`src/verilog/mem_pkg.sv`:
```
`default_nettype none

package mem_pkg;

  // ==========================================================
  // Data path widths
  // ==========================================================

  // One data or address word
  typedef logic [31:0] word_t;

  // Byte-lane write strobes, one bit per byte of a word
  typedef logic [3:0] strb_t;

  // Load/store funct3 field
  typedef logic [2:0] funct3_t;

  // Register file index
  typedef logic [4:0] reg_addr_t;

  // ==========================================================
  // Load/store size encodings (RV32I funct3)
  // ==========================================================

  // Signed variants, shared by loads and stores
  localparam funct3_t F3_B  = 3'b000;
  localparam funct3_t F3_H  = 3'b001;
  localparam funct3_t F3_W  = 3'b010;

  // Zero-extended loads only
  localparam funct3_t F3_BU = 3'b100;
  localparam funct3_t F3_HU = 3'b101;

  // ==========================================================
  // Result source select
  // ==========================================================

  typedef logic [2:0] res_src_t;

  localparam res_src_t RES_ALU = 3'b000;
  localparam res_src_t RES_MEM = 3'b001;
  // Link address for JAL/JALR
  localparam res_src_t RES_PC4 = 3'b010;
  // Target adder output, used by AUIPC
  localparam res_src_t RES_TGT = 3'b011;
  localparam res_src_t RES_M   = 3'b100;

  // ==========================================================
  // Trap causes
  // ==========================================================

  typedef logic [1:0] trap_code_t;

  localparam trap_code_t TRAP_LDST_MISALIGN = 2'b10;

endpackage

`default_nettype wire

```
`src/verilog/mem_access_decode.sv`:
```
`timescale 1ns/1ps
`default_nettype none

module mem_access_decode (
  input  wire logic            instr_valid_i,
  input  wire logic            stall_i,
  input  wire logic            mem_read_i,
  input  wire logic            mem_write_i,
  input  wire logic            trap_i,
  input  wire mem_pkg::funct3_t funct3_i,
  input  wire mem_pkg::word_t  addr_i,
  input  wire mem_pkg::word_t  rs2_data_i,
  output logic                 dmem_ren_o,
  output logic                 dmem_we_o,
  output mem_pkg::word_t       dmem_addr_o,
  output mem_pkg::word_t       dmem_wdata_o,
  output mem_pkg::strb_t       dmem_wstrb_o,
  output logic                 misalign_o,
  output logic                 trap_o
);

  // ==========================================================
  // Misalignment check
  // ==========================================================

  logic misalign;
  logic req_en;

  // Bytes never misalign, halfwords need bit 0 clear, words need both
  always_comb begin
    misalign = 1'b0;
    if (mem_read_i || mem_write_i) begin
      case (funct3_i)
        mem_pkg::F3_H,
        mem_pkg::F3_HU: misalign = addr_i[0];
        mem_pkg::F3_W:  misalign = |addr_i[1:0];
        default:        misalign = 1'b0;
      endcase
    end
  end

  assign misalign_o = misalign;

  // Upstream trap merged with the local one
  assign trap_o = trap_i || misalign;

  // ==========================================================
  // Memory port
  // ==========================================================

  // No new access while stalled or on a trapping instruction
  assign req_en = instr_valid_i && !stall_i && !trap_o;

  assign dmem_ren_o = req_en && mem_read_i;
  assign dmem_we_o  = req_en && mem_write_i;

  // SRAM is word addressed, lanes pick the bytes
  assign dmem_addr_o = {addr_i[31:2], 2'b00};

  // ==========================================================
  // Store lane formatting
  // ==========================================================

  // Replicate narrow data so every lane holds it
  always_comb begin
    case (funct3_i)
      mem_pkg::F3_B: dmem_wdata_o = {4{rs2_data_i[7:0]}};
      mem_pkg::F3_H: dmem_wdata_o = {2{rs2_data_i[15:0]}};
      default:       dmem_wdata_o = rs2_data_i;
    endcase
  end

  // Strobe selects the lanes actually written
  always_comb begin
    dmem_wstrb_o = 4'b0000;
    if (mem_write_i) begin
      case (funct3_i)
        mem_pkg::F3_B: dmem_wstrb_o = 4'b0001 << addr_i[1:0];
        // Upper or lower halfword
        mem_pkg::F3_H: dmem_wstrb_o = addr_i[1] ? 4'b1100 : 4'b0011;
        default:       dmem_wstrb_o = 4'b1111;
      endcase
    end
  end

  // ==========================================================
  // Checks
  // ==========================================================

  // A single instruction is never both a load and a store
  always_comb begin
    a_ren_we_excl : assert (!(dmem_ren_o && dmem_we_o))
      else $error("dmem read and write enabled together");
  end

endmodule

`default_nettype wire

```
`src/verilog/mem_load_align.sv`:
```
`timescale 1ns/1ps
`default_nettype none

module mem_load_align (
  input  wire mem_pkg::word_t   rdata_i,
  input  wire logic [1:0]       addr_lo_i,
  input  wire mem_pkg::funct3_t funct3_i,
  output mem_pkg::word_t        ld_data_o
);

  // ==========================================================
  // Lane selection
  // ==========================================================

  logic [7:0]  ld_byte;
  logic [15:0] ld_half;

  // Byte offset picks one of four lanes
  assign ld_byte = rdata_i[{addr_lo_i, 3'b000} +: 8];

  // Only bit 1 matters here, bit 0 is a misalignment
  assign ld_half = rdata_i[{addr_lo_i[1], 4'b0000} +: 16];

  // ==========================================================
  // Extension
  // ==========================================================

  always_comb begin
    case (funct3_i)
      // Signed byte
      mem_pkg::F3_B: begin
        ld_data_o = {{24{ld_byte[7]}}, ld_byte};
      end
      // Signed halfword
      mem_pkg::F3_H: begin
        ld_data_o = {{16{ld_half[15]}}, ld_half};
      end
      mem_pkg::F3_BU: begin
        ld_data_o = {24'h000000, ld_byte};
      end
      mem_pkg::F3_HU: begin
        ld_data_o = {16'h0000, ld_half};
      end
      mem_pkg::F3_W: begin
        ld_data_o = rdata_i;
      end
      // Reserved codes, raw word
      default: begin
        ld_data_o = rdata_i;
      end
    endcase
  end

endmodule

`default_nettype wire

```
`src/verilog/mem_redirect.sv`:
```
`timescale 1ns/1ps
`default_nettype none

module mem_redirect #(
  parameter int BPRED = 0
) (
  input  wire logic           instr_valid_i,
  input  wire logic           is_branch_i,
  input  wire logic           branch_taken_i,
  input  wire logic           is_jalr_i,
  input  wire logic           bpred_taken_i,
  input  wire mem_pkg::word_t jb_tgt_i,
  input  wire mem_pkg::word_t pred_tgt_i,
  input  wire mem_pkg::word_t pc_plus4_i,
  output logic                redir_valid_o,
  output mem_pkg::word_t      redir_tgt_o
);

  localparam bit PRED_ON = (BPRED != 0);

  logic br_pred_taken;
  logic br_mispred;
  logic jalr_mispred;

  // ==========================================================
  // Misprediction detection
  // ==========================================================

  // Static not-taken without a predictor
  assign br_pred_taken = PRED_ON && bpred_taken_i;

  assign br_mispred = is_branch_i && (branch_taken_i != br_pred_taken);

  // Without a predictor every JALR fetched the wrong path
  // With one, both direction and target have to agree
  assign jalr_mispred = is_jalr_i &&
                        (!PRED_ON || !bpred_taken_i || (pred_tgt_i != jb_tgt_i));

  // ==========================================================
  // Redirect
  // ==========================================================

  assign redir_valid_o = instr_valid_i && (br_mispred || jalr_mispred);

  // Falsely taken branch resumes at the fall-through PC
  assign redir_tgt_o = (br_mispred && !branch_taken_i) ? pc_plus4_i : jb_tgt_i;

  // A resolving instruction is never both a branch and a JALR
  always_comb begin
    a_br_jalr_excl : assert (!(instr_valid_i && is_branch_i && is_jalr_i))
      else $error("branch and JALR resolved together");
  end

endmodule

`default_nettype wire

```
`src/verilog/mem_result_stage.sv`:
```
`timescale 1ns/1ps
`default_nettype none

module mem_result_stage (
  input  wire logic                clk,
  input  wire logic                rst_n,
  input  wire logic                stall_i,
  input  wire logic                instr_valid_i,
  input  wire logic                reg_write_i,
  input  wire logic                trap_i,
  input  wire logic                misalign_i,
  input  wire mem_pkg::trap_code_t trap_code_i,
  input  wire mem_pkg::res_src_t   res_src_i,
  input  wire mem_pkg::reg_addr_t  rd_i,
  input  wire mem_pkg::word_t      alu_result_i,
  input  wire mem_pkg::word_t      pc_plus4_i,
  input  wire mem_pkg::word_t      jb_tgt_i,
  input  wire mem_pkg::word_t      m_result_i,
  input  wire mem_pkg::word_t      ld_data_i,
  output mem_pkg::word_t           result_mem_o,
  output logic                     instr_valid_wb_o,
  output logic                     reg_write_wb_o,
  output logic                     trap_wb_o,
  output mem_pkg::trap_code_t      trap_code_wb_o,
  output mem_pkg::res_src_t        res_src_wb_o,
  output mem_pkg::reg_addr_t       rd_wb_o,
  output mem_pkg::word_t           alu_result_wb_o,
  output mem_pkg::word_t           pc_plus4_wb_o,
  output mem_pkg::word_t           jb_tgt_wb_o,
  output mem_pkg::word_t           m_result_wb_o,
  output mem_pkg::word_t           ld_data_wb_o
);

  // ==========================================================
  // Forwarding result
  // ==========================================================

  // Load data is forwarded separately, so RES_MEM falls to default
  always_comb begin
    case (res_src_i)
      mem_pkg::RES_M:   result_mem_o = m_result_i;
      mem_pkg::RES_PC4: result_mem_o = pc_plus4_i;
      mem_pkg::RES_TGT: result_mem_o = jb_tgt_i;
      default:          result_mem_o = alu_result_i;
    endcase
  end

  // ==========================================================
  // MEM/WB register, control part
  // ==========================================================

  logic advance;

  // Register moves only on unstalled edges
  assign advance = !stall_i;

  // Cleared on a bubble so WB can act on these directly
  always_ff @(posedge clk) begin
    if (!rst_n) begin
      instr_valid_wb_o <= 1'b0;
      reg_write_wb_o   <= 1'b0;
      trap_wb_o        <= 1'b0;
    end else if (advance) begin
      instr_valid_wb_o <= instr_valid_i;
      // Trapping instruction must not retire a write
      reg_write_wb_o   <= instr_valid_i && reg_write_i && !trap_i;
      trap_wb_o        <= instr_valid_i && trap_i;
    end
  end

  // ==========================================================
  // MEM/WB register, payload part
  // ==========================================================

  // Captured even on bubbles, qualified by the control bits above
  always_ff @(posedge clk) begin
    if (!rst_n) begin
      trap_code_wb_o  <= '0;
      res_src_wb_o    <= '0;
      rd_wb_o         <= '0;
      alu_result_wb_o <= '0;
      pc_plus4_wb_o   <= '0;
      jb_tgt_wb_o     <= '0;
      m_result_wb_o   <= '0;
      ld_data_wb_o    <= '0;
    end else if (advance) begin
      // Local misalignment overrides the upstream cause
      trap_code_wb_o  <= misalign_i ? mem_pkg::TRAP_LDST_MISALIGN : trap_code_i;
      res_src_wb_o    <= res_src_i;
      rd_wb_o         <= rd_i;
      alu_result_wb_o <= alu_result_i;
      pc_plus4_wb_o   <= pc_plus4_i;
      jb_tgt_wb_o     <= jb_tgt_i;
      m_result_wb_o   <= m_result_i;
      ld_data_wb_o    <= ld_data_i;
    end
  end

  // ==========================================================
  // Checks
  // ==========================================================

  // An instruction in WB is not lost while the pipe is frozen
  a_wb_hold_on_stall : assert property (
    @(posedge clk) disable iff (!rst_n)
    (stall_i && instr_valid_wb_o) |=> instr_valid_wb_o
  ) else $error("WB instruction dropped during stall");

endmodule

`default_nettype wire

```
`src/verilog/mem_stage.sv`:
```
`timescale 1ns/1ps
`default_nettype none

module mem_stage #(
  parameter int BPRED = 1
) (
  input  wire logic                clk,
  input  wire logic                rst_n,

  // Flow control from the hazard unit
  input  wire logic                stall_i,
  input  wire logic                instr_valid_i,

  // Control and operands from EX/MEM
  input  wire logic                reg_write_i,
  input  wire logic                mem_read_i,
  input  wire logic                mem_write_i,
  input  wire logic                trap_i,
  input  wire mem_pkg::trap_code_t trap_code_i,
  input  wire mem_pkg::res_src_t   res_src_i,
  input  wire mem_pkg::reg_addr_t  rd_i,
  input  wire mem_pkg::funct3_t    funct3_i,
  input  wire mem_pkg::word_t      alu_result_i,
  input  wire mem_pkg::word_t      rs2_data_i,
  input  wire mem_pkg::word_t      pc_plus4_i,
  input  wire mem_pkg::word_t      jb_tgt_i,
  input  wire mem_pkg::word_t      m_result_i,

  // Control flow resolution
  input  wire logic                is_branch_i,
  input  wire logic                branch_taken_i,
  input  wire logic                is_jalr_i,
  input  wire logic                bpred_taken_i,
  input  wire mem_pkg::word_t      pred_tgt_i,

  // Data memory, combinational read
  output logic                     dmem_ren_o,
  output logic                     dmem_we_o,
  output mem_pkg::word_t           dmem_addr_o,
  output mem_pkg::word_t           dmem_wdata_o,
  output mem_pkg::strb_t           dmem_wstrb_o,
  input  wire mem_pkg::word_t      dmem_rdata_i,

  // Forwarding
  output mem_pkg::word_t           ld_data_mem_o,
  output mem_pkg::word_t           result_mem_o,

  // Fetch redirect
  output logic                     redir_valid_o,
  output mem_pkg::word_t           redir_tgt_o,

  // To WB
  output logic                     instr_valid_wb_o,
  output logic                     reg_write_wb_o,
  output logic                     trap_wb_o,
  output mem_pkg::trap_code_t      trap_code_wb_o,
  output mem_pkg::res_src_t        res_src_wb_o,
  output mem_pkg::reg_addr_t       rd_wb_o,
  output mem_pkg::word_t           alu_result_wb_o,
  output mem_pkg::word_t           pc_plus4_wb_o,
  output mem_pkg::word_t           jb_tgt_wb_o,
  output mem_pkg::word_t           m_result_wb_o,
  output mem_pkg::word_t           ld_data_wb_o
);

  logic           mem_misalign;
  logic           trap_any;
  mem_pkg::word_t ld_data;

  // ==========================================================
  // Access decode and memory port
  // ==========================================================

  // ALU result is the effective address
  mem_access_decode u_decode (
    .instr_valid_i (instr_valid_i),
    .stall_i       (stall_i),
    .mem_read_i    (mem_read_i),
    .mem_write_i   (mem_write_i),
    .trap_i        (trap_i),
    .funct3_i      (funct3_i),
    .addr_i        (alu_result_i),
    .rs2_data_i    (rs2_data_i),
    .dmem_ren_o    (dmem_ren_o),
    .dmem_we_o     (dmem_we_o),
    .dmem_addr_o   (dmem_addr_o),
    .dmem_wdata_o  (dmem_wdata_o),
    .dmem_wstrb_o  (dmem_wstrb_o),
    .misalign_o    (mem_misalign),
    .trap_o        (trap_any)
  );

  // ==========================================================
  // Load formatting
  // ==========================================================

  mem_load_align u_load_align (
    .rdata_i   (dmem_rdata_i),
    .addr_lo_i (alu_result_i[1:0]),
    .funct3_i  (funct3_i),
    .ld_data_o (ld_data)
  );

  // SRAM data is ready this cycle, so loads forward from MEM
  assign ld_data_mem_o = ld_data;

  // ==========================================================
  // Branch and JALR resolution
  // ==========================================================

  mem_redirect #(
    .BPRED (BPRED)
  ) u_redirect (
    .instr_valid_i  (instr_valid_i),
    .is_branch_i    (is_branch_i),
    .branch_taken_i (branch_taken_i),
    .is_jalr_i      (is_jalr_i),
    .bpred_taken_i  (bpred_taken_i),
    .jb_tgt_i       (jb_tgt_i),
    .pred_tgt_i     (pred_tgt_i),
    .pc_plus4_i     (pc_plus4_i),
    .redir_valid_o  (redir_valid_o),
    .redir_tgt_o    (redir_tgt_o)
  );

  // ==========================================================
  // Forwarding mux and MEM/WB register
  // ==========================================================

  // Merged trap feeds the WB trap flag
  mem_result_stage u_result (
    .clk              (clk),
    .rst_n            (rst_n),
    .stall_i          (stall_i),
    .instr_valid_i    (instr_valid_i),
    .reg_write_i      (reg_write_i),
    .trap_i           (trap_any),
    .misalign_i       (mem_misalign),
    .trap_code_i      (trap_code_i),
    .res_src_i        (res_src_i),
    .rd_i             (rd_i),
    .alu_result_i     (alu_result_i),
    .pc_plus4_i       (pc_plus4_i),
    .jb_tgt_i         (jb_tgt_i),
    .m_result_i       (m_result_i),
    .ld_data_i        (ld_data),
    .result_mem_o     (result_mem_o),
    .instr_valid_wb_o (instr_valid_wb_o),
    .reg_write_wb_o   (reg_write_wb_o),
    .trap_wb_o        (trap_wb_o),
    .trap_code_wb_o   (trap_code_wb_o),
    .res_src_wb_o     (res_src_wb_o),
    .rd_wb_o          (rd_wb_o),
    .alu_result_wb_o  (alu_result_wb_o),
    .pc_plus4_wb_o    (pc_plus4_wb_o),
    .jb_tgt_wb_o      (jb_tgt_wb_o),
    .m_result_wb_o    (m_result_wb_o),
    .ld_data_wb_o     (ld_data_wb_o)
  );

endmodule

`default_nettype wire

```
`config.mk`:
```
export PLATFORM = sky130hd
export DESIGN_NAME = mem_stage
export DESIGN_NICKNAME = d
export VERILOG_FILES = /design/src/verilog/mem_pkg.sv /design/src/verilog/mem_access_decode.sv /design/src/verilog/mem_load_align.sv /design/src/verilog/mem_redirect.sv /design/src/verilog/mem_result_stage.sv /design/src/verilog/mem_stage.sv
export SDC_FILE = /design/constraint.sdc
export NUM_CORES = 1
export LEC_CHECK = 0
export ABC_AREA = 1
export BUFFER_PORTS_ARGS = -buffer_cell sky130_fd_sc_hd__clkbuf_2
export CORE_AREA = 3 3 228 230
export CTS_CLUSTER_DIAMETER = 40
export DETAILED_ROUTE_END_ITERATION = 16
export DIE_AREA = 0 0 231 233
export PLACE_DENSITY = 0.53
export RECOVER_POWER = 100
export SYNTH_ARGS = -nofsm -noshare
export SYNTH_HDL_FRONTEND = slang
export SYNTH_HIERARCHICAL = 1
export SYNTH_SLANG_ARGS = --single-unit
```
`constraint.sdc`:
```
create_clock -name clk -period 2.44 [get_ports clk]
set_clock_uncertainty 0.15 [all_clocks]
set_input_delay 0.122 -clock clk [delete_from_list [all_inputs] [get_ports clk]]
set_output_delay 0.122 -clock clk [all_outputs]
set_load 0.01 [all_outputs]
```
Word-level counts from Yosys, hierarchy flattened
Index checks and enable logic that the tools add are counted.
{ "classes": {"n_eq_ne": 9, "shifts": 3, "n_mux": 10, "reduce_logical": 22} }
{ "op_table": {"columns": ["op", "count"], "rows": [
  ["one-hot mux 32 bit (4 select lines)", 1],
  ["one-hot mux 32 bit (3 select lines)", 1],
  ["one-hot mux 32 bit (2 select lines)", 1],
  ["two-way mux 32 bit", 1],
  ["inequality test 32 bit", 1],
  ["indexed part select 32 x 6 -> 16 bit", 1],
  ["indexed part select 32 x 6 -> 8 bit", 1],
  ["logical AND 1 bit", 11],
  ["equality test 3 x 2 -> 1 bit (second input constant)", 3],
  ["equality test 3 bit (second input constant)", 3],
  ["two-way mux 4 bit", 2],
  ["one-hot mux 4 bit (2 select lines)", 1],
  ["zero test 1 bit", 4],
  ["logical OR 1 bit", 4],
  ["OR reduction 2 bit", 2],
  ["left shift 1 x 2 -> 4 bit (first input constant)", 1],
  ["equality test 3 x 1 -> 1 bit (second input constant)", 1],
  ["zero test 3 bit", 1],
  ["two-way mux 2 bit", 1],
  ["one-hot mux 1 bit (2 select lines)", 1],
  ["two-way mux 1 bit", 1],
  ["inequality test 1 bit", 1]
]} }
{ "word_totals": {"ff_bits": 173, "inputBits": 249, "elab_cells": 55} }

Longest topological paths before layout
Gate-level depths: netlist (run 1).
{ "depth": {"depth_word": 8, "ltp_mapped": 11, "depth_no_buf": 11} }

By module
The synthesis (run 1) kept the hierarchy.
{ "modules_own_cells": {"columns": ["mod", "n_inst", "cells_per_inst", "area_each_um2", "seq_area_each_um2"], "rows": [
  ["mem_result_stage", 1, 947, 7050.5, 3463.3],
  ["mem_redirect", 1, 213, 989.7, 0.0],
  ["mem_load_align", 1, 196, 967.2, 0.0],
  ["mem_access_decode", 1, 156, 855.8, 0.0]
]} }

Worst setup path before layout (run 1)
No wires, ideal clock.
{ "synth_timing": {"kind": "input -> register", "startpoint": "input port alu_result_i[1]", "endpoint": "register u_result.ld_data_wb_o[18]", "setup_ns": 0.116, "arrival_time_ns": 1.114, "t_required_ns": 2.174, "path_slack_ns": 1.060, "cell_stages": 9, "path_buffers": 2, "cell_sequence": "buf_4 inv_4 nand2_1 and2_4 nand2_4 buf_6 nand3_1 o21ai_0 nor2_1"} }
{ "synth_via": {"elab_chain_len": 2, "word_cells_on_any_way": 3, "classes_between": "shift: 2; mux: 1"} }
{ "synth_lines": {"columns": ["element", "line", "rtl"], "rows": [
  ["start: declaration", "mem_stage.sv:23", "input wire mem_pkg::word_t alu_result_i,"],
  ["indexed part select 32 x 6 -> 16 bit or indexed part select 32 x 6 -> 8 bit (tied branches)", "mem_load_align.sv:22, mem_load_align.sv:19", null],
  ["one-hot mux 32 bit (4 select lines) *", "mem_load_align.sv:29", "case (funct3_i)"],
  ["net ld_data_mem_o[18]", "mem_stage.sv:45", "output mem_pkg::word_t ld_data_mem_o,"],
  ["end signal: assignment", "mem_result_stage.sv:95", "ld_data_wb_o <= ld_data_i;"],
  ["end: declaration", "mem_result_stage.sv:31", "output mem_pkg::word_t ld_data_wb_o"]
]} }
The timed path passes the listed nets; every way through them passes the cells marked *.
A chain may end at the register's enable or synchronous reset.

Final worst setup path (run 1)
{ "layout_timing": {"startpoint": "input port res_src_i[1]", "endpoint": "output port result_mem_o[21]"} }
{ "layout_via": {"elab_chain_len": 2, "word_cells_on_any_way": 4, "classes_between": "eq/ne: 3; mux: 1"} }
{ "layout_lines": {"columns": ["element", "line", "rtl"], "rows": [
  ["start: declaration", "mem_stage.sv:20", "input wire mem_pkg::res_src_t res_src_i,"],
  ["equality test 3 x 2 -> 1 bit or equality test 3 bit (tied branches)", "mem_result_stage.sv:40", "case (res_src_i)"],
  ["one-hot mux 32 bit (3 select lines) *", "mem_result_stage.sv:40", null],
  ["end: declaration", "mem_stage.sv:46", "output mem_pkg::word_t result_mem_o,"]
]} }
Every way passes the cells marked *; elsewhere a longest branch is shown, timed or not.

==> out/metrics.yaml, run 1 <==
run_status: "complete, no violations"
post_route_cells_drive_above_1_share_pct: 15.7
maxCapViolations: 0
die_w_um: 231
post-route-drc-count: 0
synth_sequential_area_ratio_pct: 35.1
hold_violations: 0
p_seq_share_pct: 38.1
antenna_found_initial: 6
wire_length_of_the_first_global_routing_pass_um: 82200
setup.worst_path.start_class: "input port"
avgViaCountPerCell: 4.65
register_area_um2: 3460
cts_tree: "done"
ios: 589
synth.most_common_cell: "sky130_fd_sc_hd__nor2_1"
most_heavily_used_metal_layer_in_global_routing: "met2"
total_switching_power_uw: 2850
port-buffer-count: 586
vdd.ir_drop.worst_mv: 0.456
final_setup_violation_count: 0
final.setup.tns_ns: 0
clockPowerShare_pct: 34.4
stdcell_count: 2874
p_leak_uw: 0.00685
cp_slowest_cell: "sky130_fd_sc_hd__dlygate4sd3_1"
die-area_um2: 53800
start_util_pct: 19.7
grt_start_max_net_pins: 64
rows: 82
layout_min_cycle_time_ns: 2.33
area.growth.synth_to_final_pct: 51.4
global_route.usage.met3_pct: 5.73
synth_cell_type_count: 38
switching_share_pct: 34.7
cpMostUsedCell: "sky130_fd_sc_hd__clkbuf_2"
power_report.internal_total_uw: 5360
worstMarginPinSlew_ns: 0.992
clk-insertion-delay-late_ns: 0.49
die_height_um: 233
num-fill-cells: 5760
cts_sinks: 173
slew_headroom_pct: 33.8
clock_path_buffers: 2
crit_end_category: "output port"
multi_input_comb_area_um2: 5020
drt-total-wl_um: 58500
synth_edf_count: 0
slew_viol_final: 0
cts_inserted_buffers: 17
ctsHtreeMaxLevel: 4
post_drt_wl_per_cell_um: 20.4
path_type_of_the_worst_min_delay_path: "input port to flop"
crit_chain: "clkbuf_2 > dlygate4sd3_1 > inv_1 > nor2_4 > clkbuf_2 > nand3_1 > nand4_1 > clkbuf_1"
grt_pass1_vias: 12600
setup_repair_after_global_routing_missed_its_margin: "no"
clock_tree.root_cell: "sky130_fd_sc_hd__clkbuf_16"
cells_after_synth: 1512
power.share.combinational_pct: 27.5
power.density_cell_area_nw_per_um2: 550
post_synth_main_area_contributors: "sky130_fd_sc_hd__dfxtp_1 (35%), sky130_fd_sc_hd__nor2_1 (15%), sky130_fd_sc_hd__o21ai_0 (8.7%)"
async_flop_share_pct: 0
flip_flop_cell_with_the_highest_count_after_synthesis: "sky130_fd_sc_hd__dfxtp_1"
place_hpwl_um: 44500
place_congestion: 0.966
critical-path-max-stage-delay_ns: 0.64
grt_util_met1_pct: 24.5
nNetsFinal: 2434
post_synthesis_sequential_element_count: 173
instance_count_after_placement_with_tap_cells_included: 2652
fin_crit_sh_pct: 95.5
detailedRoute.firstPassIterationCount: 6
clock_transition_time_at_the_flip_flop_clock_pins_of_the_worst_setup_and_hold_paths_ns: 0.07
arrival_ns: 2.06
grt_overflow_total: 0
maxClockFrequency_mhz: 429
groute.usage.overall_pct: 20.7
detail-route-antenna-nets: 0
post_synth.cell_area_avg_um2: 6.52
core_um2: 50100
kind_of_critical_path: "input port to output port"
num_vias: 13400
synth_area_leader_cell: "sky130_fd_sc_hd__dfxtp_1"
yosys_top_cell_area_share_pct: 35.1
worst-path-max-fanout: 11
summed_instance_area_of_the_synthesized_netlist_um2: 9860
crit_required_ns: 2.17
drtIter0Drc: 1182
use_met2_pct: 34.6
synth-warning-count: 6
yosys-top-cells-count: "sky130_fd_sc_hd__nor2_1 (387), sky130_fd_sc_hd__nand2_1 (221), sky130_fd_sc_hd__dfxtp_1 (173)"
[registers in the layout (all words and copies together) (netlist names), 2 cells and up]
| name | count |
|---|---|
| u_result/res_src_wb_o | 3 |
| u_result/alu_result_wb_o | 32 |
| u_result/jb_tgt_wb_o | 32 |
| u_result/ld_data_wb_o | 32 |
| u_result/pc_plus4_wb_o | 32 |
| u_result/trap_code_wb_o | 2 |
| u_result/rd_wb_o | 5 |
| u_result/m_result_wb_o | 32 |
[worst max-delay path, delay by kind of cell]
family | cells | cell delay [ns]
buf+inv | 5 | 1.50
simple gates | 3 | 0.43
[cell families after synthesis]
logic type	after synthesis	share of synthesized area (%)
compound gates	233	12.5
xor+xnor	8	0.710
buf+inv	247	13.6
flops	173	35.1
mux	7	0.837
other cells	1	0.0380
simple gates	843	37.3
[cell type report]
type                            count  area share [%]
Multi-Input combinational cell   1093            33.6
Timing Repair Buffer              801            31.1
Sequential cell                   173            23.2
Tap cell                          672            5.63
Clock buffer                       19            2.90
Inverter                           99            2.54
Clock inverter                     13           0.938
Antenna cell                        4          0.0670
[per-layer routing]
layer | wire [um] | vias up
met3 | 5290 | 113
met4 | 2350 | 2
met5 | 13 | -
met2 | 28000 | 775
li1 | - | 6241
met1 | 22800 | 6221
[metrics by stage]
step	total power, uW	hold WS (ns)	utilization, %	instance area (um2)	setup slack [ns]
floorplan	4260	0.0915	-	9870	1.06
global placement	5310	0.190	25.9	13000	0.487
detailed placement	5320	0.194	25.9	13000	0.496
CTS	8470	0.00237	30.8	15400	0.0293
global route	8650	0.0642	29.8	14900	0.0285
finish	8220	0.0490	29.8	14900	0.109
[cells in the final DEF (no fill, tap or decap), drive strengths merged]
| master | instances |
|---|---|
| diode | 4 |
| nand2 | 223 |
| a22oi | 7 |
| mux2 | 7 |
| nand3 | 145 |
| clkinv | 8 |
| dlygate4sd3 | 185 |
| xnor2 | 6 |
| o22ai | 1 |
| and2 | 1 |
| nor2 | 392 |
| clkdlybuf4s25 | 1 |
| xor2 | 2 |
| bufinv | 2 |
| conb | 2 |
| a21oi | 37 |
| nand3b | 1 |
| inv | 101 |
| buf | 23 |
| nand4 | 70 |
| o211ai | 16 |
| or2 | 7 |
| clkinvlp | 1 |
| clkbuf | 611 |
| dfxtp | 173 |
| nor3 | 4 |
| o21ai | 172 |
[power groups by stage]
stage,sequential (uW),clock (uW),combinational [uW]
floorplan,3280,0,980
global placement,3190,0,2120
detailed placement,3200,0,2120
CTS,3130,2960,2370
global route,3160,3040,2460
finish,3130,2820,2260
[worst paths after layout]
check	start	end	cells after the start	slack (ns)
worst max-delay path	res_src_i[1]	result_mem_o[21]	8	0.11
worst min-delay path	stall_i	u_result/ld_data_wb_o[12]	3	0.05
worst max register to register	u_result/instr_valid_wb_o	u_result/instr_valid_wb_o	3	1.12
worst min register to register	u_result/alu_result_wb_o[24]	u_result/alu_result_wb_o[24]	2	0.33
[repair_timing]
action	4_1_cts	5_1_grt
endpoints found under the setup margin	0	10
resized for setup	0	2
hold buffers	186	0
hold endpoints to repair	171	0
setup buffers	0	1
Power figures use the tool's default switching activity.
==> run 2: changes to the inputs <==
--- a/config.mk
+++ b/config.mk
@@ -7,10 +7,11 @@
 export LEC_CHECK = 0
 export ABC_AREA = 1
 export BUFFER_PORTS_ARGS = -buffer_cell sky130_fd_sc_hd__clkbuf_2
-export CORE_AREA = 3 3 228 230
+export CORE_AREA = 3 3 231 233
 export CTS_CLUSTER_DIAMETER = 40
 export DETAILED_ROUTE_END_ITERATION = 16
-export DIE_AREA = 0 0 231 233
+export DIE_AREA = 0 0 234 236
+export HOLD_SLACK_MARGIN = 0.05
 export PLACE_DENSITY = 0.53
 export RECOVER_POWER = 100
 export SYNTH_ARGS = -nofsm -noshare
==> constraint.sdc (replaced) <==
create_clock -name clk -period 2.3 [get_ports clk]
set_clock_uncertainty 0.15 [all_clocks]
set_input_delay 0.115 -clock clk [delete_from_list [all_inputs] [get_ports clk]]
set_output_delay 0.115 -clock clk [all_outputs]
set_load 0.01 [all_outputs]
==> out/metrics.yaml, run 2 (synthesis results as in run 1) <==
crit_end_category: "flop"  # was output port
layout_min_cycle_time_ns: 2.27
core_um2: 51400  # was 50100 um2
place_congestion: 0.921  # was 0.966
clock_transition_time_at_the_flip_flop_clock_pins_of_the_worst_setup_and_hold_paths_ns: 0.06  # was 0.07 ns
wire_length_of_the_first_global_routing_pass_um: 83900  # was 82200 um
vdd.ir_drop.worst_mv: 0.480  # was 0.456 mV
run_status: "complete, no violations"  # unchanged
worst-path-max-fanout: 3  # was 11
start_util_pct: 19.2  # was 19.7%
register_area_um2: 3460  # unchanged
grt_pass1_vias: 13000  # was 12600
crit_required_ns: 2.53  # was 2.17 ns
cts_post_setup_buffers_inserted: 0  # unchanged
post_route_cells_drive_above_1_share_pct: 20.0  # was 15.7%
instance_count_after_placement_with_tap_cells_included: 2662  # was 2652
detail-route-antenna-nets: 0  # unchanged
setup_repair_after_global_routing_missed_its_margin: "yes"  # was no
clk-insertion-delay-late_ns: 0.49  # about the same
cts_sinks: 173  # unchanged
path_type_of_the_worst_min_delay_path: "input port to flop"  # unchanged
die_w_um: 234  # was 231 um
arrival_ns: 2.50  # was 2.06 ns
num_vias: 13500  # was 13400
cts_tree: "done"  # unchanged
slew_viol_final: 0  # unchanged
clock_path_buffers: 2  # unchanged
num-fill-cells: 5721  # was 5760
slew_headroom_pct: 33.3  # was 33.8%
stdcell_count: 2943  # was 2874
hold_slack_ns: 0.135  # was 0.0490 ns
fin_crit_sh_pct: 98.7
final_setup_violation_count: 0  # unchanged
post_drt_wl_per_cell_um: 20.2  # was 20.4 um
clock_tree.root_cell: "sky130_fd_sc_hd__clkbuf_16"  # unchanged
cts_inserted_buffers: 17  # unchanged
ios: 589  # unchanged
grt_start_max_net_pins: 60  # was 64
fin_total_pwr_uw: 8870  # was 8220 uW
rows: 83  # was 82
p_leak_uw: 0.00741  # was 0.00685 uW
hold_violations: 0  # unchanged
post-route-drc-count: 0  # unchanged
place_hpwl_um: 44500  # about the same
drtIter0Drc: 994  # was 1182
kind_of_critical_path: "input port to flop"  # was input port to output port
drt-total-wl_um: 59400  # was 58500 um
port-buffer-count: 586  # unchanged
nNetsFinal: 2497  # was 2434
ctsHtreeMaxLevel: 4  # unchanged
die_height_um: 236  # was 233 um
groute.usage.overall_pct: 20.5  # was 20.7%
avgViaCountPerCell: 4.59  # was 4.65
area.growth.synth_to_final_pct: 60.3  # was 51.4%
power.density_cell_area_nw_per_um2: 561  # was 550 nW/um2
multi_input_comb_area_um2: 5100  # was 5020 um2
setup.worst_path.start_class: "input port"  # unchanged
grt_overflow_total: 0  # unchanged
die-area_um2: 55200  # was 53800 um2
worstMarginPinSlew_ns: 1.00  # was 0.992 ns
layout_commonest_cell: "sky130_fd_sc_hd__nor2_1"  # unchanged
antenna_found_initial: 7  # was 6
detailedRoute.firstPassIterationCount: 5  # was 6
final_cell_mix: "sky130_fd_sc_hd__nor2_1 (387), sky130_fd_sc_hd__clkbuf_2 (347), sky130_fd_sc_hd__dlygate4sd3_1 (248)"  # was sky130_fd_sc_hd__nor2_1 (388), sky130_fd_sc_hd__clkbuf_1 (333), sky130_fd_sc_hd__clkbuf_2 (261)
maxClockFrequency_mhz: 440
maxCapViolations: 0  # unchanged
[run 2: per-stage QoR]
step                cell area, um2  setup slack (ns)  util (%)  setup TNS, ns
global route                 15800           -0.0356      30.8        -0.0398
finish                       15800            0.0297      30.8              0
CTS                          16100            0.0393      31.3              0
global placement             13000             0.427      25.3              0
detailed placement           13000             0.314      25.3              0
floorplan                     9870             0.927         -              0
[run 2: where the power goes]
part / internal (uW) / switching [uW]
sequential: 3210 / 120
combinational: 1030 / 1550
clock: 1580 / 1370
total: 5820 / 3050
[run 2: final cells by class]
cell class	instances	share of cell area [%]
tap	680	5.38
timing repair buffer	864	34.5
multi-input combinational	1093	32.3
antenna	4	0.0633
inverter	99	2.40
clock inverter	10	0.752
clock buffer	20	2.76
sequential	173	21.9
[run 2: timing repair]
action,CTS,global route
hold endpoints to repair,171,0
setup endpoints to repair,0,36
hold buffers,248,0
gates resized for setup,0,12
[run 2: worst paths after layout]
path | endpoint | startpoint | slack [ns] | cells after the start
worst max-delay path | u_result/ld_data_wb_o[8] | dmem_rdata_i[24] | 0.03 | 10
worst min-delay path | u_result/ld_data_wb_o[7] | dmem_rdata_i[7] | 0.14 | 7
worst max register to register | u_result/trap_code_wb_o[1] | u_result/trap_code_wb_o[1] | 0.94 | 3
worst min register to register | u_result/alu_result_wb_o[11] | u_result/alu_result_wb_o[11] | 0.33 | 2
[run 2: worst max-delay path: stages]
cell and delay (ns):
sky130_fd_sc_hd__dlygate4sd3_1 0.56, sky130_fd_sc_hd__clkbuf_2 0.14, sky130_fd_sc_hd__nand2_1 0.08, sky130_fd_sc_hd__nand2_1 0.05, sky130_fd_sc_hd__a22oi_1 0.14, sky130_fd_sc_hd__dlygate4sd3_1 0.59
sky130_fd_sc_hd__nand2_1 0.09, sky130_fd_sc_hd__o21ai_2 0.13, sky130_fd_sc_hd__dlygate4sd3_1 0.56, sky130_fd_sc_hd__nor2_1 0.04
[run 2: layer usage]
| metal | wire length (um) | up-vias | GRT usage [%] |
|---|---|---|---|
| li1 | - | 6362 | - |
| met1 | 23900 | 6402 | 24.3 |
| met2 | 29000 | 647 | 35.0 |
| met3 | 4650 | 104 | 5.46 |
| met4 | 1860 | 2 | 7.88 |
| met5 | 13 | - | 0 |
==> run 3: changes to the inputs <==
--- a/config.mk
+++ b/config.mk
@@ -7,10 +7,10 @@
 export LEC_CHECK = 0
 export ABC_AREA = 1
 export BUFFER_PORTS_ARGS = -buffer_cell sky130_fd_sc_hd__clkbuf_2
-export CORE_AREA = 3 3 231 233
+export CORE_AREA = 3 3 228 230
 export CTS_CLUSTER_DIAMETER = 40
 export DETAILED_ROUTE_END_ITERATION = 16
-export DIE_AREA = 0 0 234 236
+export DIE_AREA = 0 0 231 233
 export HOLD_SLACK_MARGIN = 0.05
 export PLACE_DENSITY = 0.53
 export RECOVER_POWER = 100
==> out/metrics.yaml, run 3 (synthesis results as in run 1) <==
vdd.ir_drop.worst_mv: 0.488  # was 0.480 mV
die-area_um2: 53800  # was 55200 um2
crit_chain: "dlygate4sd3_1 > clkbuf_2 > or2_2 > nand3_1 > nand2_1 > dlygate4sd3_1 > nand2_1 > inv_1 > dlygate4sd3_1 > o21ai_1 > nor2_1"  # was dlygate4sd3_1 > clkbuf_2 > nand2_1 > nand2_1 > a22oi_1 > dlygate4sd3_1 > nand2_1 > o21ai_2 > dlygate4sd3_1 > nor2_1
path_type_of_the_worst_min_delay_path: "input port to flop"  # unchanged
layout_min_cycle_time_ns: 2.33  # was 2.27 ns
failed_checks: "negative setup slack"
num_vias: 14100  # was 13500
critical-path-max-stage-delay_ns: 0.55  # was 0.59 ns
post_route_cells_drive_above_1_share_pct: 15.5  # was 20.0%
drtIter0Drc: 1119  # was 994
avgViaCountPerCell: 4.68  # was 4.59
clock_tree.root_cell: "sky130_fd_sc_hd__clkbuf_16"  # unchanged
wire_length_of_the_first_global_routing_pass_um: 85300  # was 83900 um
maxCapViolations: 0  # unchanged
ios: 589  # unchanged
run_status: "finished with violations"  # was complete, no violations
crit_required_ns: 2.53  # about the same
detailedRoute.firstPassIterationCount: 5  # unchanged
final.setup.tns_ns: -0.0530  # was 0 ns
grt_pass1_vias: 13600  # was 13000
slew_headroom_pct: 31.2  # was 33.3%
cts_inserted_buffers: 17  # unchanged
setup.worst_path.start_class: "input port"  # unchanged
final_setup_violation_count: 3  # was 0
grt_start_max_net_pins: 91  # was 60
rows: 82  # was 83
final.setup.worst_slack_ns: -0.0314  # was 0.0297 ns
cp_slowest_cell: "sky130_fd_sc_hd__dlygate4sd3_1"  # unchanged
place_congestion: 0.941  # was 0.921
detail-route-antenna-nets: 0  # unchanged
worstMarginPinSlew_ns: 1.03  # was 1.00 ns
clock_transition_time_at_the_flip_flop_clock_pins_of_the_worst_setup_and_hold_paths_ns: 0.07  # was 0.06 ns
post-route-drc-count: 0  # unchanged
die_height_um: 233  # was 236 um
start_util_pct: 19.7  # was 19.2%
worst-path-max-fanout: 3  # unchanged
cts_tree: "done"  # unchanged
hold_violations: 0  # unchanged
cts_sinks: 173  # unchanged
layout_commonest_cell: "sky130_fd_sc_hd__nor2_1"  # unchanged
power.density_cell_area_nw_per_um2: 549  # was 561 nW/um2
cpMostUsedCell: "sky130_fd_sc_hd__dlygate4sd3_1"
maxClockFrequency_mhz: 429  # was 440 MHz
slew_viol_final: 0  # unchanged
hold_slack_ns: 0.0573  # was 0.135 ns
arrival_ns: 2.56  # was 2.50 ns
core_um2: 50100  # was 51400 um2
area.growth.synth_to_final_pct: 67.4  # was 60.3%
fin_total_pwr_uw: 9060  # was 8870 uW
antenna_found_initial: 1  # was 7
crit_end_category: "flop"  # unchanged
clk-insertion-delay-late_ns: 0.48  # was 0.49 ns
port-buffer-count: 586  # unchanged
clock_path_buffers: 2  # unchanged
ctsHtreeMaxLevel: 4  # unchanged
groute.usage.overall_pct: 21.3  # was 20.5%
num-fill-cells: 5605  # was 5721
p_leak_uw: 0.00745  # was 0.00741 uW
fin_crit_sh_pct: 101  # was 98.7%
place_hpwl_um: 43500  # was 44500 um
nNetsFinal: 2586  # was 2497
grt_overflow_total: 0  # unchanged
drt-total-wl_um: 59900  # was 59400 um
post_drt_wl_per_cell_um: 19.8  # was 20.2 um
die_w_um: 231  # was 234 um
kind_of_critical_path: "input port to flop"  # unchanged
setup_repair_after_global_routing_missed_its_margin: "yes"  # unchanged
final_cell_mix: "sky130_fd_sc_hd__nor2_1 (388), sky130_fd_sc_hd__dlygate4sd3_1 (339), sky130_fd_sc_hd__clkbuf_1 (314)"  # was sky130_fd_sc_hd__nor2_1 (387), sky130_fd_sc_hd__clkbuf_2 (347), sky130_fd_sc_hd__dlygate4sd3_1 (248)
-- run 3: cell count changes in the layout (fill, tap and decap cells not counted), sizes merged --
cell         change
buf              -6
clkbuf           +3
clkinv           -1
diode            -3
dlygate4sd3     +91
inv              +3
-- run 3: timing repair --
item | CTS | global route
gates resized for setup | 0 | 4
buffers inserted | 0 | 1
endpoints found under the setup margin | 0 | 14
hold endpoints to repair | 172 | 0
hold buffers | 339 | 0
-- run 3: final timing paths --
check / start / end / slack (ns) / depth (start not counted)
max: dmem_rdata_i[14] / u_result/ld_data_wb_o[6] / -0.03 / 11
min: stall_i / u_result/instr_valid_wb_o / 0.06 / 4
max reg2reg: u_result/res_src_wb_o[1] / u_result/res_src_wb_o[1] / 0.86 / 3
min reg2reg: u_result/instr_valid_wb_o / u_result/instr_valid_wb_o / 0.33 / 2
-- run 3: stage by stage --
step | util (%) | setup slack, ns | cells | cell area, um2
finish | 33.0 | -0.0314 | 3022 | 16500
global route | 33.0 | -0.0597 | 3021 | 16500
CTS | 33.9 | 0.0214 | 3020 | 17000
detailed placement | 25.9 | 0.453 | 2650 | 13000
global placement | 25.9 | 0.456 | 2650 | 13000
floorplan | - | 0.927 | 1513 | 9870
-- run 3: worst max-delay path: cells and delay by family --
family | cells | cell delay, ns
compound gates | 1 | 0.12
buf+inv | 5 | 1.83
simple gates | 5 | 0.52
-- run 3: routing by layer --
layer	vias up	part of all wire, %	global-route usage (%)
li1	6541	-	-
met1	6628	39	24.9
met2	812	48	36.4
met3	149	8.5	5.71
met4	0	4.1	9.43
met5	-	0	0
-- run 3: layout make-up --
class / instances / area (um2) / area share [%]
Timing Repair Buffer: 953 / 6210 / 37.6
Multi-Input combinational cell: 1093 / 5030 / 30.5
Sequential cell: 173 / 3460 / 21.0
Tap cell: 672 / 841 / 5.09
Clock buffer: 19 / 443 / 2.68
Inverter: 99 / 379 / 2.30
Clock inverter: 12 / 136 / 0.826
Antenna cell: 1 / 2.50 / 0.0152
-- run 3: where the power goes --
part / switching (uW) / internal, uW
logic: 1570 / 1110
clock network: 1430 / 1630
registers: 117 / 3210
total: 3110 / 5950
